### config.mk
export PLATFORM = sky130hd
export DESIGN_NAME = lsq
export DESIGN_NICKNAME = d
export VERILOG_FILES = /design/src/design/lsq_pkg.sv /design/src/design/dcache_pkg.sv /design/src/design/lsq_queue_pointers.sv /design/src/design/lsq_head_fsm.sv /design/src/design/lsq_entry_array.sv /design/src/design/load_data_formatter.sv /design/src/design/lsq.sv
export SDC_FILE = /design/constraint.sdc
export NUM_CORES = 2
export LEC_CHECK = 0
export BUFFER_PORTS_ARGS = -buffer_cell sky130_fd_sc_hd__buf_2
export CAP_MARGIN = 5
export CORE_UTILIZATION = 55
export DETAILED_ROUTE_END_ITERATION = 6
export PLACE_DENSITY = 0.78
export SKIP_LAST_GASP = 1
export SLEW_MARGIN = 0
export SYNTH_ARGS = -nofsm -noshare
export SYNTH_HDL_FRONTEND = slang
export SYNTH_HIERARCHICAL = 1
export SYNTH_SLANG_ARGS = --single-unit
### constraint.sdc
create_clock -name clk -period 20.8 [get_ports clk]
set_input_delay 3.12 -clock clk [delete_from_list [all_inputs] [get_ports clk]]
set_output_delay 3.12 -clock clk [all_outputs]
set_load 0.01 [all_outputs]
### src/design/lsq_pkg.sv
`default_nettype none

package lsq_pkg;

    // data word width seen by the core
    parameter int xlen = 32;

    // reorder buffer tag
    typedef logic [4:0] rob_tag_t;

    // access size of a load or store
    typedef enum logic [1:0] {
        mem_byte = 2'd0,
        mem_half = 2'd1,
        mem_word = 2'd2
    } mem_size_e;

    // packet from issue, one memory op per cycle
    typedef struct packed {
        logic             valid;
        logic             rd_mem;
        logic             wr_mem;
        logic             rd_unsigned;
        mem_size_e        mem_size;
        rob_tag_t         rob_tag;
        // producer of the store data when not yet known
        rob_tag_t         store_data_tag;
        logic             store_data_valid;
        logic [xlen-1:0]  store_data;
    } lsq_dispatch_t;

    // effective address from execute, matched by rob tag
    typedef struct packed {
        logic             valid;
        rob_tag_t         tag;
        logic [xlen-1:0]  addr;
    } lsq_addr_t;

    // common data bus packet, both directions
    typedef struct packed {
        logic             valid;
        rob_tag_t         rob_tag;
        logic [xlen-1:0]  value;
    } cdb_t;

    // one slot of the load/store queue
    typedef struct packed {
        logic             valid;
        logic             is_store;
        // store may go to the cache once set
        logic             retired;
        logic             rd_unsigned;
        mem_size_e        mem_size;
        rob_tag_t         rob_tag;
        logic             address_valid;
        logic [xlen-1:0]  address;
        rob_tag_t         store_data_tag;
        logic             store_data_valid;
        logic [xlen-1:0]  store_data;
    } lsq_entry_t;

endpackage

`default_nettype wire

### src/design/dcache_pkg.sv
`default_nettype none

package dcache_pkg;

    // cache transaction tag, zero means no transaction
    typedef logic [3:0] dc_tag_t;

    localparam dc_tag_t dc_tag_none = 4'd0;

    // bus command toward the data cache
    typedef enum logic [1:0] {
        bus_none  = 2'd0,
        bus_load  = 2'd1,
        bus_store = 2'd2
    } bus_cmd_e;

    // request side, held stable until accepted
    typedef struct packed {
        bus_cmd_e     command;
        logic [31:0]  addr;
        // store data sits in the low half
        logic [63:0]  data;
    } dcache_req_t;

    // answer side
    typedef struct packed {
        // nonzero when the request is accepted this cycle
        dc_tag_t      response;
        logic         hit;
        // nonzero when an earlier miss comes back
        dc_tag_t      return_tag;
        logic [63:0]  data;
    } dcache_rsp_t;

endpackage

`default_nettype wire

### src/design/lsq_queue_pointers.sv
`default_nettype none

module lsq_queue_pointers #(
    parameter int lsq_size = 8,
    localparam int idx_w = $clog2(lsq_size)
) (
    input  logic              clk,
    input  logic              reset,
    input  logic              dispatch_mem_op,
    input  logic              pop,
    output logic [idx_w-1:0]  head_idx,
    output logic [idx_w-1:0]  tail_idx,
    output logic              push,
    output logic              lsq_free
);

    logic [idx_w-1:0] head_next;
    logic [idx_w-1:0] tail_next;
    logic             full;

    // circular increment, also covers sizes that are not a power of two
    function automatic logic [idx_w-1:0] ptr_incr(input logic [idx_w-1:0] ptr);
        logic [idx_w-1:0] result;
        if (ptr == idx_w'(lsq_size - 1)) begin
            result = '0;
        end else begin
            result = ptr + 1'b1;
        end
        return result;
    endfunction

    assign head_next = ptr_incr(head_idx);
    assign tail_next = ptr_incr(tail_idx);

    // one slot stays empty so full and empty differ
    assign full     = (tail_next == head_idx);
    assign lsq_free = !full;
    assign push     = dispatch_mem_op && !full;

    always_ff @(posedge clk or posedge reset) begin
        if (reset) begin
            head_idx <= '0;
            tail_idx <= '0;
        end else begin
            if (push) begin
                tail_idx <= tail_next;
            end
            // head only moves on a completed cache op
            if (pop) begin
                head_idx <= head_next;
            end
        end
    end

endmodule

`default_nettype wire

### src/design/lsq_head_fsm.sv
`default_nettype none

module lsq_head_fsm (
    input  logic                      clk,
    input  logic                      reset,
    input  lsq_pkg::lsq_entry_t       head_entry,
    input  dcache_pkg::dcache_rsp_t   dcache_rsp,
    output dcache_pkg::dcache_req_t   dcache_req,
    output logic                      pop,
    output logic                      hit_done,
    output logic                      miss_issue,
    output logic                      miss_done
);

    import lsq_pkg::*;
    import dcache_pkg::*;

    typedef enum logic {
        st_idle      = 1'b0,
        st_miss_wait = 1'b1
    } state_e;

    state_e  state;
    dc_tag_t miss_tag;
    logic    head_ready;
    logic    issue;
    logic    accepted;
    logic    load_accepted;
    logic    miss_return;

    // loads need only an address, stores also need data and retirement
    assign head_ready = head_entry.valid && head_entry.address_valid
                     && (!head_entry.is_store
                         || (head_entry.store_data_valid && head_entry.retired));

    // blocking cache, nothing goes out while a miss is pending
    assign issue = (state == st_idle) && head_ready;

    always_comb begin
        dcache_req.command = bus_none;
        dcache_req.addr    = '0;
        dcache_req.data    = '0;
        if (issue) begin
            dcache_req.command = head_entry.is_store ? bus_store : bus_load;
            dcache_req.addr    = head_entry.address;
            if (head_entry.is_store) begin
                dcache_req.data = {{(64 - xlen){1'b0}}, head_entry.store_data};
            end
        end
    end

    // zero response is back-pressure, request repeats next cycle
    assign accepted      = issue && (dcache_rsp.response != dc_tag_none);
    assign load_accepted = accepted && !head_entry.is_store;
    assign miss_return   = (state == st_miss_wait)
                        && (dcache_rsp.return_tag != dc_tag_none)
                        && (dcache_rsp.return_tag == miss_tag);

    assign hit_done   = load_accepted && dcache_rsp.hit;
    assign miss_issue = load_accepted && !dcache_rsp.hit;
    assign miss_done  = miss_return;
    // stores retire from the queue as soon as the cache takes them
    assign pop = (accepted && (head_entry.is_store || dcache_rsp.hit)) || miss_return;

    always_ff @(posedge clk or posedge reset) begin
        if (reset) begin
            state    <= st_idle;
            miss_tag <= dc_tag_none;
        end else begin
            if (miss_issue) begin
                state    <= st_miss_wait;
                miss_tag <= dcache_rsp.response;
            end else if (miss_return) begin
                state    <= st_idle;
                miss_tag <= dc_tag_none;
            end
        end
    end

endmodule

`default_nettype wire

### src/design/lsq_entry_array.sv
`default_nettype none

module lsq_entry_array #(
    parameter int lsq_size = 8,
    localparam int idx_w = $clog2(lsq_size)
) (
    input  logic                    clk,
    input  logic                    reset,
    input  lsq_pkg::lsq_dispatch_t  dispatch,
    output logic                    dispatch_mem_op,
    input  logic                    push,
    input  logic                    pop,
    input  logic [idx_w-1:0]        head_idx,
    input  logic [idx_w-1:0]        tail_idx,
    input  lsq_pkg::lsq_addr_t      addr_in,
    input  lsq_pkg::cdb_t           cdb_in,
    input  logic                    retire_valid,
    input  lsq_pkg::rob_tag_t       retire_tag,
    output lsq_pkg::lsq_entry_t     head_entry
);

    import lsq_pkg::*;

    lsq_entry_t entries [lsq_size];
    lsq_entry_t fresh_entry;

    // only loads and stores take a slot
    assign dispatch_mem_op = dispatch.valid && (dispatch.rd_mem || dispatch.wr_mem);

    // new entry, address still unknown
    always_comb begin
        fresh_entry.valid            = 1'b1;
        fresh_entry.is_store         = dispatch.wr_mem;
        fresh_entry.retired          = 1'b0;
        fresh_entry.rd_unsigned      = dispatch.rd_unsigned;
        fresh_entry.mem_size         = dispatch.mem_size;
        fresh_entry.rob_tag          = dispatch.rob_tag;
        fresh_entry.address_valid    = 1'b0;
        fresh_entry.address          = '0;
        fresh_entry.store_data_tag   = dispatch.store_data_tag;
        fresh_entry.store_data_valid = dispatch.store_data_valid;
        fresh_entry.store_data       = dispatch.store_data;
    end

    assign head_entry = entries[head_idx];

    always_ff @(posedge clk or posedge reset) begin
        if (reset) begin
            for (int i = 0; i < lsq_size; i++) begin
                entries[i] <= '0;
            end
        end else begin
            for (int i = 0; i < lsq_size; i++) begin
                // address from execute, first match wins the slot
                if (addr_in.valid && entries[i].valid && !entries[i].address_valid
                    && (entries[i].rob_tag == addr_in.tag)) begin
                    entries[i].address       <= addr_in.addr;
                    entries[i].address_valid <= 1'b1;
                end
                // store data snooped from the cdb
                if (cdb_in.valid && entries[i].valid && entries[i].is_store
                    && !entries[i].store_data_valid
                    && (entries[i].store_data_tag == cdb_in.rob_tag)) begin
                    entries[i].store_data       <= cdb_in.value;
                    entries[i].store_data_valid <= 1'b1;
                end
                // rob lets the store go to memory
                if (retire_valid && entries[i].valid && entries[i].is_store
                    && (entries[i].rob_tag == retire_tag)) begin
                    entries[i].retired <= 1'b1;
                end
            end

            // tail slot is always free when push is set
            if (push) begin
                entries[tail_idx] <= fresh_entry;
            end

            if (pop) begin
                entries[head_idx].valid <= 1'b0;
            end
        end
    end

endmodule

`default_nettype wire

### src/design/load_data_formatter.sv
`default_nettype none

module load_data_formatter (
    input  logic                 clk,
    input  logic                 reset,
    input  lsq_pkg::lsq_entry_t  head_entry,
    input  logic [63:0]          dcache_data,
    input  logic                 hit_done,
    input  logic                 miss_issue,
    input  logic                 miss_done,
    output lsq_pkg::cdb_t        cdb_out
);

    import lsq_pkg::*;

    // load details kept while the miss is outstanding
    logic             miss_upper;
    mem_size_e        miss_size;
    logic             miss_unsigned;
    rob_tag_t         miss_tag;

    logic             sel_upper;
    mem_size_e        sel_size;
    logic             sel_unsigned;
    rob_tag_t         sel_tag;
    logic [xlen-1:0]  raw_word;
    logic [xlen-1:0]  ext_word;

    always_ff @(posedge clk) begin
        if (miss_issue) begin
            miss_upper    <= head_entry.address[2];
            miss_size     <= head_entry.mem_size;
            miss_unsigned <= head_entry.rd_unsigned;
            miss_tag      <= head_entry.rob_tag;
        end
    end

    // hit uses the live head, miss the latched copy
    assign sel_upper    = hit_done ? head_entry.address[2]  : miss_upper;
    assign sel_size     = hit_done ? head_entry.mem_size    : miss_size;
    assign sel_unsigned = hit_done ? head_entry.rd_unsigned : miss_unsigned;
    assign sel_tag      = hit_done ? head_entry.rob_tag     : miss_tag;

    // address bit 2 picks the word inside the 64-bit line
    assign raw_word = sel_upper ? dcache_data[63:32] : dcache_data[31:0];

    always_comb begin
        case (sel_size)
            mem_byte: begin
                ext_word = {{(xlen - 8){!sel_unsigned && raw_word[7]}}, raw_word[7:0]};
            end
            mem_half: begin
                ext_word = {{(xlen - 16){!sel_unsigned && raw_word[15]}}, raw_word[15:0]};
            end
            default: begin
                ext_word = raw_word;
            end
        endcase
    end

    // one-cycle broadcast after either kind of completion
    always_ff @(posedge clk or posedge reset) begin
        if (reset) begin
            cdb_out <= '0;
        end else begin
            cdb_out.valid <= hit_done || miss_done;
            if (hit_done || miss_done) begin
                cdb_out.rob_tag <= sel_tag;
                cdb_out.value   <= ext_word;
            end
        end
    end

endmodule

`default_nettype wire

### src/design/lsq.sv
`default_nettype none

module lsq #(
    parameter int lsq_size = 8
) (
    input  logic                      clk,
    input  logic                      reset,
    input  lsq_pkg::lsq_dispatch_t    dispatch,
    input  lsq_pkg::lsq_addr_t        addr_in,
    input  lsq_pkg::cdb_t             cdb_in,
    input  logic                      retire_valid,
    input  lsq_pkg::rob_tag_t         retire_tag,
    input  dcache_pkg::dcache_rsp_t   dcache_rsp,
    output dcache_pkg::dcache_req_t   dcache_req,
    output lsq_pkg::cdb_t             cdb_out,
    output logic                      lsq_free
);

    import lsq_pkg::*;

    localparam int idx_w = $clog2(lsq_size);

    logic [idx_w-1:0] head_idx;
    logic [idx_w-1:0] tail_idx;
    logic             dispatch_mem_op;
    logic             push;
    logic             pop;
    logic             hit_done;
    logic             miss_issue;
    logic             miss_done;
    lsq_entry_t       head_entry;

    lsq_queue_pointers #(
        .lsq_size (lsq_size)
    ) i_pointers (
        .clk             (clk),
        .reset           (reset),
        .dispatch_mem_op (dispatch_mem_op),
        .pop             (pop),
        .head_idx        (head_idx),
        .tail_idx        (tail_idx),
        .push            (push),
        .lsq_free        (lsq_free)
    );

    lsq_entry_array #(
        .lsq_size (lsq_size)
    ) i_entries (
        .clk             (clk),
        .reset           (reset),
        .dispatch        (dispatch),
        .dispatch_mem_op (dispatch_mem_op),
        .push            (push),
        .pop             (pop),
        .head_idx        (head_idx),
        .tail_idx        (tail_idx),
        .addr_in         (addr_in),
        .cdb_in          (cdb_in),
        .retire_valid    (retire_valid),
        .retire_tag      (retire_tag),
        .head_entry      (head_entry)
    );

    lsq_head_fsm i_head_fsm (
        .clk        (clk),
        .reset      (reset),
        .head_entry (head_entry),
        .dcache_rsp (dcache_rsp),
        .dcache_req (dcache_req),
        .pop        (pop),
        .hit_done   (hit_done),
        .miss_issue (miss_issue),
        .miss_done  (miss_done)
    );

    load_data_formatter i_formatter (
        .clk         (clk),
        .reset       (reset),
        .head_entry  (head_entry),
        .dcache_data (dcache_rsp.data),
        .hit_done    (hit_done),
        .miss_issue  (miss_issue),
        .miss_done   (miss_done),
        .cdb_out     (cdb_out)
    );

endmodule

`default_nettype wire

==> results.py <==
metrics = {
    "power_and_ir_drop": {
        "pwr-share-comb_pct": 42.0,
        "pwr-share-seq_pct": 34.8,
        "vdd_ir_drop_max_v": 0.0000835,
        "p_leak_nw": 19.1,
        "p_sw_mw": 2.80,
        "power_frac_clock_pct": 23.2,
        "swShare_pct": 41.4,
        "intPower_mw": 3.97,
        "total_power_mw": 6.77,
        "powerDensity_nw_per_um2": 148,
    },
    "route": {
        "final_antenna_net_count": 0,
        "drc": 0,
        "drt_wl_total_um": 149000,
        "num_vias": 38103,
        "avgViaCountPerCell": 7.18,
        "drtIter0Drc": 6056,
        "first_pass_iters": 6,
        "wire_per_inst_um": 28.1,
    },
    "yosys": {
        "avgSynthCellArea_um2": 9.59,
        "ys_warn_count": 6,
        "synthCells": 4292,
        "syn_area_um2": 41200,
    },
    "cts": {
        "cts-root-buf": "clkbuf_16",
        "cts_setup_buffers": 0,
        "clock_path_buffers": 3,
        "cts_tree": "built",
        "insertion_delay_ns": 0.66,
        "clkSinkCount": 714,
        "numCtsBuffers": 80,
        "ctsResizeCount": 0,
        "hold_buffers": 0,
        "ctsHtreeMaxLevel": 3,
        "path_clk_slew_ns": 0.06,
    },
    "timing": {
        "fin_crit_sh_pct": 39.2,
        "min_period_ns": 8.16,
        "max_freq_ghz": 0.123,
        "final_max_slew_viol_count": 0,
        "rsz0062_at_grt": "no",
        "hold_violations": 0,
        "clock_skew_ns": 0.0318,
        "worstMarginPinSlew_ns": 1.38,
        "slew_headroom_pct": 7.76,
        "setup_tns_ns": 0,
        "setup-violations-final": 0,
    },
    "worst_setup_path": {
        "end_kind": "output port",
        "worstPathRequired_ns": 17.68,
        "arrival_ns": 5.04,
        "critPathMaxFanout": 52,
        "path_class": "reg2out",
        "start_kind": "flop",
    },
    "global_routing": {
        "grt_pass1_vias": 37476,
        "grt-ovfl-total": 0,
        "grt.total_usage_pct": 38.8,
        "antenna_found_initial": 29,
        "grt_max_degree": 186,
        "grt_pass1_wl_um": 225000,
    },
    "floorplanning": {
        "num_rows": 99,
        "start_util_pct": 56.1,
        "io_pins": 343,
        "core_um2": 73500,
        "die_x_um": 276,
        "die-area_um2": 76000,
        "die_y_um": 276,
    },
    "cells_and_area": {
        "area_delta_synth_final_pct": 10.8,
        "fill_cells": 5844,
        "final_nets": 4463,
        "drive_gt1_share_pct": 21.5,
    },
    "status": {
        "status": "completed",
    },
    "placement": {
        "place.gp.congestion": 0.896,
        "dp_hpwl_um": 82400,
        "io_buffers": 310,
    },
    "worst_hold_path": {
        "min_path_type": "reg2reg",
    },
    "job": {
        "cap_violations": 0,
    },
}
critical path, stage by stage, from the launching register on:
cell,delay (ns)
dfrtp_4,0.83
buf_4,0.87
mux2_2,0.78
a21oi_4,0.94
buf_4,0.55
and3_1,0.22
buf_2,0.13
power groups by stage:
stage	logic (mW)	clock network [mW]	registers, mW
2_1_floorplan	1.97	0	2.19
3_3_place_gp	2.64	0	2.34
3_5_place_dp	2.72	0	2.35
4_1_cts	2.74	1.57	2.34
5_1_grt	2.97	1.63	2.41
6_report	2.84	1.57	2.36
through the flow:
step	setup WS, ns	utilization, %	instance area, µm²	hold WS, ns	cells
after global placement	13.70	58.1	42600	0.454	5130
after detailed placement	13.59	58.1	42600	0.461	5130
after CTS	12.91	62.0	45600	0.477	5279
after global routing	12.67	62.1	45600	0.499	5297
after floorplan	8.71	-	41300	0.440	4323
final	12.64	62.1	45600	0.474	5304
final cells by class:
class	instances	area (µm²)	share of cell area, %
multi-input cells	3032	21100	46.3
flip-flops and latches	714	17900	39.3
clock buffers	115	2370	5.19
repair buffers	414	2360	5.17
well taps	959	1200	2.63
clock inverters	34	546	1.20
diodes	25	62.6	0.137
inverters	11	57.6	0.126
layer usage:
layer	GRT usage [%]	routed length (µm)	vias up	share of wire, %
met5	0	149	-	0.10
met4	24.6	9640	14	6.5
met3	13.0	21000	800	14
met2	58.0	65900	3394	44
met1	48.4	52300	18356	35
li1	-	-	15539	-
final timing paths:
kind | from | end | slack [ns] | cells past startpoint
hold / removal | flop | flop | 0.47 | 2
min in group asynchronous | reset | i_head_fsm/state | 2.45 | 2
hold reg to reg | flop | flop | 0.47 | 2
setup / recovery | i_pointers/head_idx[1] | dcache_req[8] | 12.64 | 6
max in group asynchronous | reset | i_entries/entries[412] | 14.90 | 5
setup reg to reg | i_pointers/head_idx[1] | i_formatter/cdb_out[21] | 14.85 | 9
cell usage in the layout (no fill, tap or decap), drive strengths merged, types with 9 or more instances in the layout:
master   instances
a21oi          145
mux4           152
nor2           222
or4b            64
conb            32
o31a            32
nand4          299
a2bb2oi         62
clkinv          16
a21boi          33
edfxtp           9
nor4            16
nand2          638
mux2i           25
nand2b          59
and4             9
inv             12
diode           25
clkbuf         115
bufinv          12
nand3          131
and2            47
nand4b          10
o31ai          160
xnor2           44
xor2            67
mux2           166
buf            414
a31oi          195
dfrtp          705
nor2b            9
or2             11
o21ai          276
and3            68
(Power assumes the default switching activity.)
